==> config.mk <==
export PLATFORM = sky130hd
export DESIGN_NAME = ack_ctrl_top
export DESIGN_NICKNAME = d
export VERILOG_FILES = /design/src/ack_ctrl_pkg.sv /design/src/ack_ctrl_top.sv /design/src/ack_duration_calc.sv /design/src/ack_frame_builder.sv /design/src/ack_frame_classifier.sv /design/src/tx_control_fsm.sv
export VERILOG_INCLUDE_DIRS = /design/src
export SDC_FILE = /design/constraint.sdc
export NUM_CORES = 1
export LEC_CHECK = 0
export BUFFER_PORTS_ARGS = -buffer_cell sky130_fd_sc_hd__buf_4
export CAP_MARGIN = 5
export CORE_MARGIN = 4
export CORE_UTILIZATION = 45
export DETAILED_ROUTE_END_ITERATION = 10
export HOLD_SLACK_MARGIN = 0.12
export PLACE_DENSITY = 0.7
export SYNTH_ARGS = -nofsm -noshare
export SYNTH_HDL_FRONTEND = slang
export SYNTH_SLANG_ARGS = --single-unit
==> constraint.sdc <==
create_clock -name clk -period 7 [get_ports clk]
set_input_delay 0.7 -clock clk [delete_from_list [all_inputs] [get_ports clk]]
set_output_delay 0.7 -clock clk [all_outputs]
set_load 0.01 [all_outputs]
==> src/ack_ctrl_cfg.svh <==
// timeouts are in clock cycles; NUM_CLK_PER_US suits simulation only, set it for the real clock
`ifndef ACK_CTRL_CFG_SVH
`define ACK_CTRL_CFG_SVH

// field widths
`define MAC_ADDR_W 48
`define DUR_W 16
`define RETRY_W 4

// shared timeout counter, counts clocks directly
`define TIMER_W 15

// phy side word and read address
`define TX_WORD_W 64
`define BRAM_ADDR_W 10

// ack/cts frame is 14 bytes incl fcs
`define ACK_SIGNAL_LEN 14

// ack/cts always goes out at 6 Mbps
`define ACK_RATE_CODE 4'b1011

// 6 Mbps, 14 bytes -> (22 + 14*8) / 24 rounded up
`define ACK_N_SYM 6

// clocks per microsecond
`define NUM_CLK_PER_US 10

`endif

==> src/ack_ctrl_pkg.sv <==
// types only; widths come from the cfg macros, so the header must be visible here
`include "ack_ctrl_cfg.svh"

package ack_ctrl_pkg;

  // controller states
  typedef enum logic [3:0] {
    IDLE,
    PREP_ACK,
    SEND_ACK,
    RECV_ACK_JUDGE,
    RECV_ACK_WAIT_TX_BB_DONE,
    RECV_ACK_WAIT_SIG_VALID,
    RECV_ACK,
    RECV_ACK_WAIT_BACKOFF_DONE
  } ctrl_state_e;

  // decoded kind of the received frame
  typedef enum logic [2:0] {
    FK_DATA,
    FK_QOS_DATA,
    FK_MGMT,
    FK_PSPOLL,
    FK_RTS,
    FK_ACK,
    FK_OTHER
  } frame_kind_e;

  // fields from the rx parser, sampled each cycle
  typedef struct packed {
    logic [1:0]             fc_type;
    logic [3:0]             fc_subtype;
    logic                   more_frag;
    logic [`DUR_W-1:0]      duration;
    logic [`MAC_ADDR_W-1:0] addr1;
    logic [`MAC_ADDR_W-1:0] addr2;
    logic [15:0]            signal_len;
    logic                   sig_valid;
    logic                   fcs_valid;
    logic                   fcs_in_strobe;
    logic [1:0]             qos_ack_policy;
  } rx_frame_t;

  // software timing, all in clocks
  typedef struct packed {
    logic [6:0]          preamble_sig_time;
    logic [4:0]          ofdm_symbol_time;
    logic [6:0]          sifs_time;
    logic [`TIMER_W-1:0] send_ack_wait_top;
    logic [`TIMER_W-1:0] recv_ack_sig_valid_timeout_top;
    logic [`TIMER_W-1:0] recv_ack_timeout_top_adj;
    logic [`RETRY_W-1:0] max_num_retrans;
  } timing_cfg_t;

  // what the ack/cts response needs from the received frame
  typedef struct packed {
    logic [`MAC_ADDR_W-1:0] ack_addr;
    logic [`DUR_W-1:0]      rx_duration;
    logic                   is_rts;
    logic                   dur_from_rx;
  } ack_resp_t;

  // result of one tx try
  typedef struct packed {
    logic                acked;
    logic [`RETRY_W-1:0] num_retrans;
  } tx_status_t;

endpackage

==> src/ack_ctrl_top.sv <==
// pulses and levels only, no handshake; the phy must read ack words while ack_cts_is_ongoing
`timescale 1ns/1ns
`include "ack_ctrl_cfg.svh"

module ack_ctrl_top (
  input  logic                       clk,
  input  logic                       reset_blk_ack_bitmap_mem,
  input  ack_ctrl_pkg::rx_frame_t    rx,
  input  ack_ctrl_pkg::timing_cfg_t  tcfg,
  input  logic [`MAC_ADDR_W-1:0]     self_mac_addr,
  input  logic [`DUR_W-1:0]          duration_extra,
  input  logic [`BRAM_ADDR_W-1:0]    bram_addr,
  input  logic                       ack_disable,
  input  logic                       cts_torts_disable,
  input  logic                       recv_ack_fcs_valid_disable,
  input  logic                       tx_pkt_need_ack,
  input  logic [`RETRY_W-1:0]        tx_pkt_retrans_limit,
  input  logic                       phy_tx_done,
  input  logic                       pulse_tx_bb_end,
  input  logic                       cts_toself_bb_is_ongoing,
  input  logic                       backoff_done,
  input  logic                       quit_retrans,
  output logic                       tx_control_state_idle,
  output logic                       ack_cts_is_ongoing,
  output logic                       retrans_in_progress,
  output logic                       start_tx_ack,
  output logic                       retrans_trigger,
  output logic                       start_retrans,
  output logic                       tx_try_complete,
  output ack_ctrl_pkg::tx_status_t   tx_status,
  output logic [`TX_WORD_W-1:0]      dina
);
  import ack_ctrl_pkg::*;

  // classifier <-> fsm
  logic              ack_needed;
  logic              ack_for_me;
  logic              capture;
  // response path
  ack_resp_t         resp;
  logic [`DUR_W-1:0] duration_new;

  ack_frame_classifier classifier_i (
    .clk                      (clk),
    .reset_blk_ack_bitmap_mem (reset_blk_ack_bitmap_mem),
    .rx                       (rx),
    .self_mac_addr            (self_mac_addr),
    .cts_torts_disable        (cts_torts_disable),
    .capture                  (capture),
    .ack_needed               (ack_needed),
    .ack_for_me               (ack_for_me),
    .resp                     (resp)
  );

  ack_duration_calc duration_i (
    .clk                      (clk),
    .reset_blk_ack_bitmap_mem (reset_blk_ack_bitmap_mem),
    .resp                     (resp),
    .tcfg                     (tcfg),
    .duration_extra           (duration_extra),
    .duration_new             (duration_new)
  );

  ack_frame_builder builder_i (
    .clk                      (clk),
    .reset_blk_ack_bitmap_mem (reset_blk_ack_bitmap_mem),
    .bram_addr                (bram_addr),
    .resp                     (resp),
    .duration_new             (duration_new),
    .dina                     (dina)
  );

  tx_control_fsm fsm_i (
    .clk                        (clk),
    .reset_blk_ack_bitmap_mem   (reset_blk_ack_bitmap_mem),
    .tcfg                       (tcfg),
    .rx                         (rx),
    .ack_needed                 (ack_needed),
    .ack_for_me                 (ack_for_me),
    .ack_disable                (ack_disable),
    .recv_ack_fcs_valid_disable (recv_ack_fcs_valid_disable),
    .tx_pkt_need_ack            (tx_pkt_need_ack),
    .tx_pkt_retrans_limit       (tx_pkt_retrans_limit),
    .phy_tx_done                (phy_tx_done),
    .pulse_tx_bb_end            (pulse_tx_bb_end),
    .cts_toself_bb_is_ongoing   (cts_toself_bb_is_ongoing),
    .backoff_done               (backoff_done),
    .quit_retrans               (quit_retrans),
    .capture                    (capture),
    .tx_control_state_idle      (tx_control_state_idle),
    .ack_cts_is_ongoing         (ack_cts_is_ongoing),
    .retrans_in_progress        (retrans_in_progress),
    .start_tx_ack               (start_tx_ack),
    .retrans_trigger            (retrans_trigger),
    .start_retrans              (start_retrans),
    .tx_try_complete            (tx_try_complete),
    .tx_status                  (tx_status)
  );

endmodule

==> src/ack_duration_calc.sv <==
// two cycle latency from resp/tcfg to duration_new; times in the same unit as the duration field
`timescale 1ns/1ns
`include "ack_ctrl_cfg.svh"

module ack_duration_calc (
  input  logic                       clk,
  input  logic                       reset_blk_ack_bitmap_mem,
  input  ack_ctrl_pkg::ack_resp_t    resp,
  input  ack_ctrl_pkg::timing_cfg_t  tcfg,
  input  logic [`DUR_W-1:0]          duration_extra,
  output logic [`DUR_W-1:0]          duration_new
);
  localparam logic [`DUR_W-1:0] n_sym = `ACK_N_SYM;

  // stage 1 regs
  logic [`DUR_W-1:0] airtime_q;
  logic [`DUR_W-1:0] sifs_q;
  logic [`DUR_W-1:0] rx_dur_q;
  logic [`DUR_W-1:0] extra_q;
  logic              from_rx_q;
  // stage 2 math
  logic [`DUR_W-1:0] overhead;
  logic [`DUR_W-1:0] rx_part;

  always_ff @(posedge clk) begin
    if (reset_blk_ack_bitmap_mem) begin
      airtime_q <= '0;
      sifs_q <= '0;
      rx_dur_q <= '0;
      extra_q <= '0;
      from_rx_q <= 1'b0;
    end else begin
      // preamble + signal, then n data symbols
      airtime_q <= {9'd0, tcfg.preamble_sig_time} + n_sym * {11'd0, tcfg.ofdm_symbol_time};
      sifs_q <= {9'd0, tcfg.sifs_time};
      rx_dur_q <= resp.rx_duration;
      extra_q <= duration_extra;
      from_rx_q <= resp.dur_from_rx;
    end
  end

  always_comb begin
    overhead = airtime_q + sifs_q;
    // clamp at zero instead of wrapping
    rx_part = (rx_dur_q > overhead) ? (rx_dur_q - overhead) : '0;
  end

  always_ff @(posedge clk) begin
    if (reset_blk_ack_bitmap_mem) begin
      duration_new <= '0;
    end else begin
      duration_new <= extra_q + (from_rx_q ? rx_part : '0);
    end
  end

endmodule

==> src/ack_frame_builder.sv <==
// word appears one clock after bram_addr; only addresses 0, 2 and 3 carry data
`timescale 1ns/1ns
`include "ack_ctrl_cfg.svh"

module ack_frame_builder (
  input  logic                     clk,
  input  logic                     reset_blk_ack_bitmap_mem,
  input  logic [`BRAM_ADDR_W-1:0]  bram_addr,
  input  ack_ctrl_pkg::ack_resp_t  resp,
  input  logic [`DUR_W-1:0]        duration_new,
  output logic [`TX_WORD_W-1:0]    dina
);
  localparam logic [3:0]  rate = `ACK_RATE_CODE;
  localparam logic [11:0] sig_len = `ACK_SIGNAL_LEN;

  // word slots the phy reads
  localparam logic [`BRAM_ADDR_W-1:0] addr_signal = 0;
  localparam logic [`BRAM_ADDR_W-1:0] addr_fc = 2;
  localparam logic [`BRAM_ADDR_W-1:0] addr_ra_hi = 3;

  logic                  parity;
  logic [3:0]            subtype;
  logic [`TX_WORD_W-1:0] word_d;

  always_comb begin
    // even parity over rate and length
    parity = ^{sig_len, rate};
    // cts answers an rts, ack for everything else
    subtype = resp.is_rts ? 4'b1100 : 4'b1101;
    case (bram_addr)
      addr_signal: begin
        word_d = {32'h0, 14'd0, parity, sig_len, 1'b0, rate};
      end
      addr_fc: begin
        // fc type 01 is control, protocol version 0
        word_d = {resp.ack_addr[31:0], duration_new, 8'd0, subtype, 2'b01, 2'b00};
      end
      addr_ra_hi: begin
        word_d = {48'h0, resp.ack_addr[47:32]};
      end
      default: begin
        word_d = '0;
      end
    endcase
  end

  always_ff @(posedge clk) begin
    if (reset_blk_ack_bitmap_mem) begin
      dina <= '0;
    end else begin
      dina <= word_d;
    end
  end

endmodule

==> src/ack_frame_classifier.sv <==
// rx fields must be valid in the cycle they are sampled; no a-mpdu or block ack frames
`timescale 1ns/1ns
`include "ack_ctrl_cfg.svh"

module ack_frame_classifier (
  input  logic                      clk,
  input  logic                      reset_blk_ack_bitmap_mem,
  input  ack_ctrl_pkg::rx_frame_t   rx,
  input  logic [`MAC_ADDR_W-1:0]    self_mac_addr,
  input  logic                      cts_torts_disable,
  input  logic                      capture,
  output logic                      ack_needed,
  output logic                      ack_for_me,
  output ack_ctrl_pkg::ack_resp_t   resp
);
  import ack_ctrl_pkg::*;

  localparam logic [15:0] ack_len = `ACK_SIGNAL_LEN;

  frame_kind_e kind;
  logic        addr_match;
  logic        len_20;
  logic        kind_needs_ack;

  always_comb begin
    addr_match = (rx.addr1 == self_mac_addr);
    // rts and ps-poll are both 20 bytes on air
    len_20 = (rx.signal_len == 16'd20);
    kind = FK_OTHER;
    if (rx.fc_type == 2'b10) begin
      // subtype bit 3 marks qos data
      kind = rx.fc_subtype[3] ? FK_QOS_DATA : FK_DATA;
    end else if (rx.fc_type == 2'b00 && rx.fc_subtype != 4'b1110) begin
      kind = FK_MGMT;
    end else if (rx.fc_type == 2'b01) begin
      // control frames only count with the right length
      case (rx.fc_subtype)
        4'b1010: if (len_20) kind = FK_PSPOLL;
        4'b1011: if (len_20) kind = FK_RTS;
        4'b1101: if (rx.signal_len == ack_len) kind = FK_ACK;
        default: kind = FK_OTHER;
      endcase
    end
  end

  always_comb begin
    case (kind)
      FK_DATA, FK_MGMT, FK_PSPOLL: kind_needs_ack = 1'b1;
      // normal ack policy only
      FK_QOS_DATA: kind_needs_ack = (rx.qos_ack_policy == 2'b00);
      FK_RTS: kind_needs_ack = !cts_torts_disable;
      default: kind_needs_ack = 1'b0;
    endcase
  end

  assign ack_needed = rx.fcs_valid && addr_match && kind_needs_ack;
  assign ack_for_me = (kind == FK_ACK) && addr_match;

  // response data, frozen once the fsm leaves idle
  always_ff @(posedge clk) begin
    if (capture) begin
      resp.ack_addr <= rx.addr2;
      // negative duration carries an aid and counts as zero
      resp.rx_duration <= rx.duration[`DUR_W-1] ? '0 : rx.duration;
      resp.is_rts <= (kind == FK_RTS);
      resp.dur_from_rx <= (kind == FK_RTS) ||
                          (rx.more_frag &&
                           (kind == FK_DATA || kind == FK_QOS_DATA || kind == FK_MGMT));
    end
  end

  // an incoming ack or block ack frame never gets a response of its own
  a_no_ack_to_ack : assert property (@(posedge clk) disable iff (reset_blk_ack_bitmap_mem)
    (rx.fc_type == 2'b01 && rx.fc_subtype == 4'b1101) |-> !ack_needed);

endmodule

==> src/tx_control_fsm.sv <==
// one shared timer for all waits; a retry limit of zero means fail on the first timeout
`timescale 1ns/1ns
`include "ack_ctrl_cfg.svh"

module tx_control_fsm (
  input  logic                       clk,
  input  logic                       reset_blk_ack_bitmap_mem,
  input  ack_ctrl_pkg::timing_cfg_t  tcfg,
  input  ack_ctrl_pkg::rx_frame_t    rx,
  input  logic                       ack_needed,
  input  logic                       ack_for_me,
  input  logic                       ack_disable,
  input  logic                       recv_ack_fcs_valid_disable,
  input  logic                       tx_pkt_need_ack,
  input  logic [`RETRY_W-1:0]        tx_pkt_retrans_limit,
  input  logic                       phy_tx_done,
  input  logic                       pulse_tx_bb_end,
  input  logic                       cts_toself_bb_is_ongoing,
  input  logic                       backoff_done,
  input  logic                       quit_retrans,
  output logic                       capture,
  output logic                       tx_control_state_idle,
  output logic                       ack_cts_is_ongoing,
  output logic                       retrans_in_progress,
  output logic                       start_tx_ack,
  output logic                       retrans_trigger,
  output logic                       start_retrans,
  output logic                       tx_try_complete,
  output ack_ctrl_pkg::tx_status_t   tx_status
);
  import ack_ctrl_pkg::*;

  localparam logic [15:0] ack_len = `ACK_SIGNAL_LEN;
  // airtime of the ack body in clocks
  localparam logic [`TIMER_W-1:0] ack_wait_base = `ACK_N_SYM * 4 * `NUM_CLK_PER_US;

  ctrl_state_e         state;
  logic [`TIMER_W-1:0] timer;
  logic [`TIMER_W-1:0] timer_top;
  logic [`RETRY_W-1:0] num_retrans;
  logic [`RETRY_W-1:0] retrans_limit;
  logic                retrans_started;
  logic                wait_hit;
  logic                retry_exhausted;

  assign capture = (state == IDLE);
  assign tx_control_state_idle = (state == IDLE) && !retrans_started;
  assign ack_cts_is_ongoing = (state == PREP_ACK) || (state == SEND_ACK);

  always_comb begin
    retrans_limit = (tcfg.max_num_retrans != '0) ? tcfg.max_num_retrans : tx_pkt_retrans_limit;
    retry_exhausted = (num_retrans == retrans_limit) || (retrans_limit == '0);
    // sig wait and ack wait share the timer and the hit/timeout logic
    if (state == RECV_ACK) begin
      timer_top = ack_wait_base + tcfg.recv_ack_timeout_top_adj;
      wait_hit = ack_for_me && (rx.fcs_in_strobe || recv_ack_fcs_valid_disable);
    end else begin
      timer_top = tcfg.recv_ack_sig_valid_timeout_top;
      wait_hit = rx.sig_valid && (rx.signal_len == ack_len);
    end
  end

  always_ff @(posedge clk) begin
    if (reset_blk_ack_bitmap_mem) begin
      state <= IDLE;
      timer <= '0;
      num_retrans <= '0;
      retrans_started <= 1'b0;
      retrans_in_progress <= 1'b0;
      start_tx_ack <= 1'b0;
      retrans_trigger <= 1'b0;
      start_retrans <= 1'b0;
      tx_try_complete <= 1'b0;
      tx_status <= '0;
    end else begin
      // pulses default low
      start_tx_ack <= 1'b0;
      retrans_trigger <= 1'b0;
      start_retrans <= 1'b0;
      tx_try_complete <= 1'b0;
      case (state)
        IDLE: begin
          timer <= '0;
          if (ack_needed && !ack_disable) begin
            state <= PREP_ACK;
          end else if (phy_tx_done && !cts_toself_bb_is_ongoing) begin
            // tx end of our own frame, not of an ack we sent
            state <= RECV_ACK_JUDGE;
          end else if (quit_retrans && retrans_in_progress) begin
            tx_try_complete <= 1'b1;
            tx_status <= '{acked: 1'b0, num_retrans: num_retrans};
            num_retrans <= '0;
            retrans_in_progress <= 1'b0;
            retrans_started <= 1'b0;
          end else if (backoff_done && retrans_in_progress && !retrans_started) begin
            state <= RECV_ACK_WAIT_BACKOFF_DONE;
          end
        end
        PREP_ACK: begin
          // sifs turnaround
          if (timer != tcfg.send_ack_wait_top) begin
            timer <= timer + 1'b1;
          end else begin
            start_tx_ack <= 1'b1;
            state <= SEND_ACK;
          end
        end
        SEND_ACK: begin
          if (phy_tx_done) state <= IDLE;
        end
        RECV_ACK_JUDGE: begin
          retrans_started <= 1'b0;
          if (tx_pkt_need_ack) begin
            retrans_in_progress <= 1'b1;
            state <= RECV_ACK_WAIT_TX_BB_DONE;
          end else begin
            // nothing to wait for, report success right away
            tx_try_complete <= 1'b1;
            tx_status <= '{acked: 1'b1, num_retrans: num_retrans};
            num_retrans <= '0;
            retrans_in_progress <= 1'b0;
            state <= IDLE;
          end
        end
        RECV_ACK_WAIT_TX_BB_DONE: begin
          if (pulse_tx_bb_end) state <= RECV_ACK_WAIT_SIG_VALID;
        end
        RECV_ACK_WAIT_SIG_VALID, RECV_ACK: begin
          timer <= timer + 1'b1;
          if (wait_hit && (timer < timer_top)) begin
            timer <= '0;
            if (state == RECV_ACK_WAIT_SIG_VALID) begin
              state <= RECV_ACK;
            end else begin
              tx_try_complete <= 1'b1;
              tx_status <= '{acked: 1'b1, num_retrans: num_retrans};
              num_retrans <= '0;
              retrans_in_progress <= 1'b0;
              state <= IDLE;
            end
          end else if (timer == timer_top) begin
            state <= IDLE;
            if (retry_exhausted) begin
              tx_try_complete <= 1'b1;
              tx_status <= '{acked: 1'b0, num_retrans: num_retrans};
              num_retrans <= '0;
              retrans_in_progress <= 1'b0;
            end else begin
              num_retrans <= num_retrans + 1'b1;
              retrans_trigger <= 1'b1;
            end
          end
        end
        RECV_ACK_WAIT_BACKOFF_DONE: begin
          state <= IDLE;
          if (quit_retrans) begin
            tx_try_complete <= 1'b1;
            tx_status <= '{acked: 1'b0, num_retrans: num_retrans};
            num_retrans <= '0;
            retrans_in_progress <= 1'b0;
            retrans_started <= 1'b0;
          end else if (backoff_done) begin
            start_retrans <= 1'b1;
            retrans_started <= 1'b1;
          end
        end
        default: state <= IDLE;
      endcase
    end
  end

  a_start_tx_ack_pulse : assert property (@(posedge clk) disable iff (reset_blk_ack_bitmap_mem)
    start_tx_ack |=> !start_tx_ack);
  a_try_complete_pulse : assert property (@(posedge clk) disable iff (reset_blk_ack_bitmap_mem)
    tx_try_complete |=> !tx_try_complete);
  a_tx_ack_in_resp : assert property (@(posedge clk) disable iff (reset_blk_ack_bitmap_mem)
    start_tx_ack |-> ack_cts_is_ongoing);

endmodule
Word level (Yosys, flattened, before mapping)
Index checks and enable logic that the tools add are counted.
Storage, ports and cells
  register bits: 245
  bits of input ports: 297
Cells by class
  order comparisons: 2
  muxes and demuxes: 77
  bitwise logic cells: 4
  equality and inequality tests: 41
  add/subtract/negate cells: 7
  multipliers: 1
  reductions and logical operators: 45
Operators with widths (number)
  case mux 64 bit (3 select lines): 1
  2-to-1 mux 4 bit: 19
  == test 48 bit: 1
  2-to-1 mux 15 bit: 3
  2-to-1 mux 5 bit: 9
  case mux 15 bit (3 select lines): 1
  adder 16 bit: 2
  2-to-1 mux 16 bit: 2
  2-to-1 mux 1 bit: 26
  case mux 4 bit (6 select lines): 1
  == test 10 x 2 -> 1 bit (second input constant): 2
  case mux 5 bit (4 select lines): 1
  2-to-1 mux 3 bit: 6
  == test 16 x 4 -> 1 bit (second input constant): 1
  == test 16 x 5 -> 1 bit (second input constant): 1
  == test 4 x 3 -> 1 bit (second input constant): 4
  greater-than comparator 16 bit: 1
  inequality test 2 bit (second input constant): 8
  case mux 4 bit (4 select lines): 1
  AND reduction 8 bit: 2
  subtractor 16 bit: 1
  adder 15 x 1 -> 15 bit (second input constant): 1
  adder 8 x 15 -> 15 bit (first input constant): 1
  == test 15 bit: 1
  other kinds (41): 81

Depth between registers and ports, before layout
  depth in word-level cells: 13
  mapped depth: 29
  gate-level depth less buffers: 28

Cells and area by module
From an unflattened synthesis, not the netlist that was laid out.
Unflattened totals
  cell total of the unflattened synthesis: 1096
  area total of the unflattened synthesis: 11174.5 um^2
Modules (own cells, without submodules)
  ack_duration_calc: times used 1, area an instance 3758.6 um^2, cells an instance 407
  ack_frame_classifier: times used 1, area an instance 2856.5 um^2, cells an instance 188
  tx_control_fsm: times used 1, area an instance 2691.3 um^2, cells an instance 343
  ack_frame_builder: times used 1, area an instance 1868.0 um^2, cells an instance 158

Least setup slack after synthesis
OpenSTA, ideal clock, no wires.
  path type: register to register
  from: register fsm_i.state[0]
  to: register fsm_i.retrans_started
  required time: 6.872 ns
  stages on the path, launching flop included: 6
  path slack: 0.678 ns
  arrival: 6.194 ns
  period minus slack after synthesis: 6.322 ns
  path buffers: 1
  cell sequence: dfxtp_1 clkbuf_1 nor3_1 a221oi_1 mux2i_1 nor2_1
On the way
  longest elaborated chain between the ends: 3
  elaborated cells on any way between the ends: 10
Ends and longest elaborated chain
  start: declaration: line tx_control_fsm.sv:37  | ctrl_state_e state;
  start signal: assignment: line tx_control_fsm.sv:65  | state <= IDLE;
  start signal: assignment: line tx_control_fsm.sv:85  | state <= PREP_ACK;
  start signal: assignment: line tx_control_fsm.sv:88  | state <= RECV_ACK_JUDGE;
  == test 4 x 3 -> 1 bit, or another cell as far along: line tx_control_fsm.sv:81  | case (state)
  inequality test 3 bit (no line), or another cell as far along
  AND reduction 5 bit (no line)
  end signal: assignment: line tx_control_fsm.sv:68  | retrans_started <= 1'b0;
  end signal: assignment: line tx_control_fsm.sv:94  | retrans_started <= 1'b0;
  end signal: assignment: line tx_control_fsm.sv:112  | retrans_started <= 1'b0;
  end: declaration: line tx_control_fsm.sv:42  | logic retrans_started;
Parallel ways exist; a longest one is shown, timed or not.
A chain may end at the register's enable or synchronous reset.

Final worst setup path
  from: register duration_i.sifs_q[0]
  to: register duration_i.duration_new[12]
On the way
  longest elaborated chain between the ends: 5
  elaborated cells on any way between the ends: 6
Ends and longest elaborated chain
  start: declaration: line ack_duration_calc.sv:17  | logic [`DUR_W-1:0] sifs_q;
  start signal: assignment: line ack_duration_calc.sv:35  | sifs_q <= {9'd0, tcfg.sifs_time};
  adder 16 bit (*): line ack_duration_calc.sv:43  | overhead = airtime_q + sifs_q;
  subtractor 16 bit or greater-than comparator 16 bit (tied branches): line ack_duration_calc.sv:45  | rx_part = (rx_dur_q > overhead) ? (rx_dur_q - overhead) : '0;
  2-to-1 mux 16 bit (*): line ack_duration_calc.sv:45
  2-to-1 mux 16 bit (*): line ack_duration_calc.sv:52  | duration_new <= extra_q + (from_rx_q ? rx_part : '0);
  adder 16 bit (*): line ack_duration_calc.sv:52
  end signal: assignment: line ack_duration_calc.sv:52
  end: declaration: line ack_duration_calc.sv:11  | output logic [`DUR_W-1:0] duration_new
Every way passes the cells marked *; elsewhere a longest branch is shown, timed or not.

==> summary.txt <==
Run status
  – Status: finished, final reports clean

Die
  – # IOs: about 370
  – Initial Util: between 40% and 50%
  – Core ar.: 0.02354 mm2
  – Full die area: between 0.02 and 0.03 mm2
  – Die Wd: approximately 160 um
  – Row cnt: 56
  – Die Y: roughly 160 um

Synth
  – Syn_area_per_cell: approximately 10 um2
  – Seq/Total Area, Yosys: 47.80%
  – Ys flop type: dfxtp_1
  – Post-synth cell types: 74
  – Syn nets: around 1,400
  – Largest cells by area after synthesis: dfxtp_1, edfxtp_1, xnor2_1
  – #FFs+latches synth: between 200 and 250
  – Cell taking the most area after synthesis: dfxtp_1
  – Async SR Flop Fraction: 0%
  – Top cell type's share of synthesized area: between 20% and 30%
  – Ys Warns: 0
  – Mapped Area: 0.01083 mm2
  – Synthesized instance count: 1,058
  – EDFF count, synth: 65
  – Synth top cells by count: dfxtp_1, xnor2_1, nor2_1, nor2b_1, edfxtp_1
  – Top-count cell post-synth: dfxtp_1

GRT
  – Vias in the first global route: between 8,000 and 9,000
  – Overall Global Routing Usage: between 20% and 30%
  – Largest net degree at the start of global routing: 94
  – First-pass GRT wire length: about 45 mm
  – Total gr overflow: 0
  – Initial antenna violation count: 0

Worst setup path
  – Worst EP required: 7.35 ns
  – Most frequent CP cell: a21oi_1
  – Critical Path Max Stage Delay: 0.42 ns
  – CP arrival: between 6 and 7 ns
  – Crit path launch type: flip-flop
  – CP max stage cell: o41ai_2
  – CP max FO: 7
  – Endpoint class of the critical path: flip-flop
  – CP Class: flip-flop to flip-flop

Clock network
  – Hold Buf Count CTS: 0
  – Skew-Pair Late Insertion Delay: 0.51 ns
  – CTS tree: yes
  – Post-CTS Setup Bufs: 0
  – CTS clk-pin slew, worst paths: around 0.06 ns
  – Max Buffers Root-to-Sink: 3
  – CTS Sinks: between 200 and 250
  – CTS buffer count: 24
  – Resize count post-CTS: 0
  – Max H-tree Level: 1
  – Root Buffer: clkbuf_16

Hold path
  – Tightest Hold Check Type: primary input to flip-flop

Final layout
  – ANT cells: 0
  – # fillers: about 2,000
  – Synthesis-to-finish area growth: 36.11%
  – Final nets: about 1,800
  – Proportion of layout cells with a drive suffix above 1: between 20 and 30%

Timing
  – Slew HR: approximately 33%
  – Final hold violations: 0
  – Final setup margin: 0.9521 ns
  – Worst-margin pin slew: between 0.9 and 1 ns
  – Final period utilization: between 80% and 90%
  – Layout Skew: around 0.018 ns
  – Max Fclk: approximately 0.17 GHz
  – Period minus WS final: 6.048 ns
  – RSZ-0062 raised after global routing: no
  – Max-slew violations: 0
  – Final setup fails: 0
  – Setup total negative slack: 0 ns

Power
  – Pwr dens: roughly 280 mW/mm2
  – Static Leak: 6.485 nW
  – VDD IR-drop max: 0.1983 mV

Routing
  – Via count: 8,855
  – DRT iter0 DRCs: just under 400
  – Via density: roughly 5.0
  – Routed WL per cell: roughly 17 um
  – DRT Pass-1 Iters: 5
  – Final WL: 29.47 mm
  – DR DRC count: 0
  – Post-DRT Antenna Nets: 0

Run
  – Maxcap violations: 0

Place
  – Routability congestion estimate from global placement: between 0.8 and 0.9
  – Port bufs: about 370
  – Post-detail-place hpwl: between 20 and 25 mm
  – Pre-CTS WS: ~0.94 ns
kinds of logic after synthesis:
family / after synthesis / share of synthesized area [%]
AO/OA/AOI/OAI: 164 / 9.605
XOR/XNOR: 118 / 9.686
adder cells (fa/ha/maj): 66 / 7.975
buffers and inverters: 63 / 2.265
flip-flops: 226 / 47.80
multiplexers: 10 / 0.9824
AND/OR/NAND/NOR: 411 / 21.68
power by group:
| group | leakage (nW) | internal [mW] | total, mW | switching (mW) |
|---|---|---|---|---|
| Sequential | 1.96 | 1.66 | 1.76 | 0.102 |
| Clock | 0.391 | 0.765 | 1.26 | 0.495 |
| Combinational | 4.13 | 0.511 | 1.18 | 0.664 |
cell usage in the layout (no fill, tap or decap), drive strengths merged, types with 23 or more instances in the layout:
cell type  synthesis  routed
nor2b             74      74
nand4             40      40
buf                3     375
inv               34      35
o21ai             29      29
nor3              23      23
edfxtp            65      65
xnor2             92      92
nor2              78      78
and2              58      58
clkbuf            26      35
ha                61      61
dfxtp            161     161
xor2              25      25
nand2             40      40
a21oi             64      64
per-stage QoR:
stage	instance area, um2	hold slack (ns)	power (mW)	instances	util (%)
global placement	13940	0.4072	2.950	1723	59.20
CTS	14730	0.3380	4.241	1767	62.59
floorplan	10830	0.4057	2.590	1058	-
detailed placement	13940	0.4097	2.968	1723	59.20
global route	14730	0.3305	4.449	1767	62.59
finish	14730	0.3699	4.193	1767	62.59
worst max-delay path: cells and delay by family, from the launching register on:
kind / cells / cell delay (ns)
DFF: 1 / 0.30
and+or+nand+nor: 7 / 0.87
AOI/OAI and AO/OA: 14 / 2.80
adders and majority gates: 5 / 1.65
xor gates and xnor gates: 2 / 0.25
path summary, 6_finish.rpt:
check	from	endpoint	slack (ns)	depth (start not counted)
min	rx[22]	classifier_i.resp[19]	0.37	1
max reg2reg	duration_i.sifs_q[0]	duration_i.duration_new[12]	0.95	28
max	duration_i.sifs_q[0]	duration_i.duration_new[12]	0.95	28
min reg2reg	duration_i.duration_new[13]	builder_i.dina[29]	0.42	1
flip-flops by register name (all words and copies together), names as in the netlist:
register                   flops
classifier_i.resp             65
builder_i.dina                64
duration_i.duration_new       16
duration_i.extra_q            16
duration_i.rx_dur_q           15
fsm_i.timer                   15
duration_i.airtime_q           9
duration_i.sifs_q              7
fsm_i.tx_status                5
fsm_i.num_retrans              4
fsm_i.state                    3
duration_i.from_rx_q           1
fsm_i.retrans_in_progress      1
fsm_i.retrans_started          1
fsm_i.retrans_trigger          1
fsm_i.start_retrans            1
fsm_i.start_tx_ack             1
fsm_i.tx_try_complete          1
metal layers:
metal	wire length [um]	track usage, %	share of wire [%]
met1	12150	26.42	41
met2	14240	36.45	48
met3	2310	5.501	7.8
met4	774	6.024	2.6
met5	0	0	0
area by class of cell:
cell class	instances	area, um2	share of cell area, %
timing repair buffer	375	2815	19.11
tap	319	399.1	2.709
clock buffer	35	694.4	4.713
multi-input combinational	769	5420	36.79
clock inverter	9	102.6	0.6963
inverter	34	127.6	0.8662
sequential	226	5175	35.12
No activity file was read; power rests on OpenSTA's default activity.
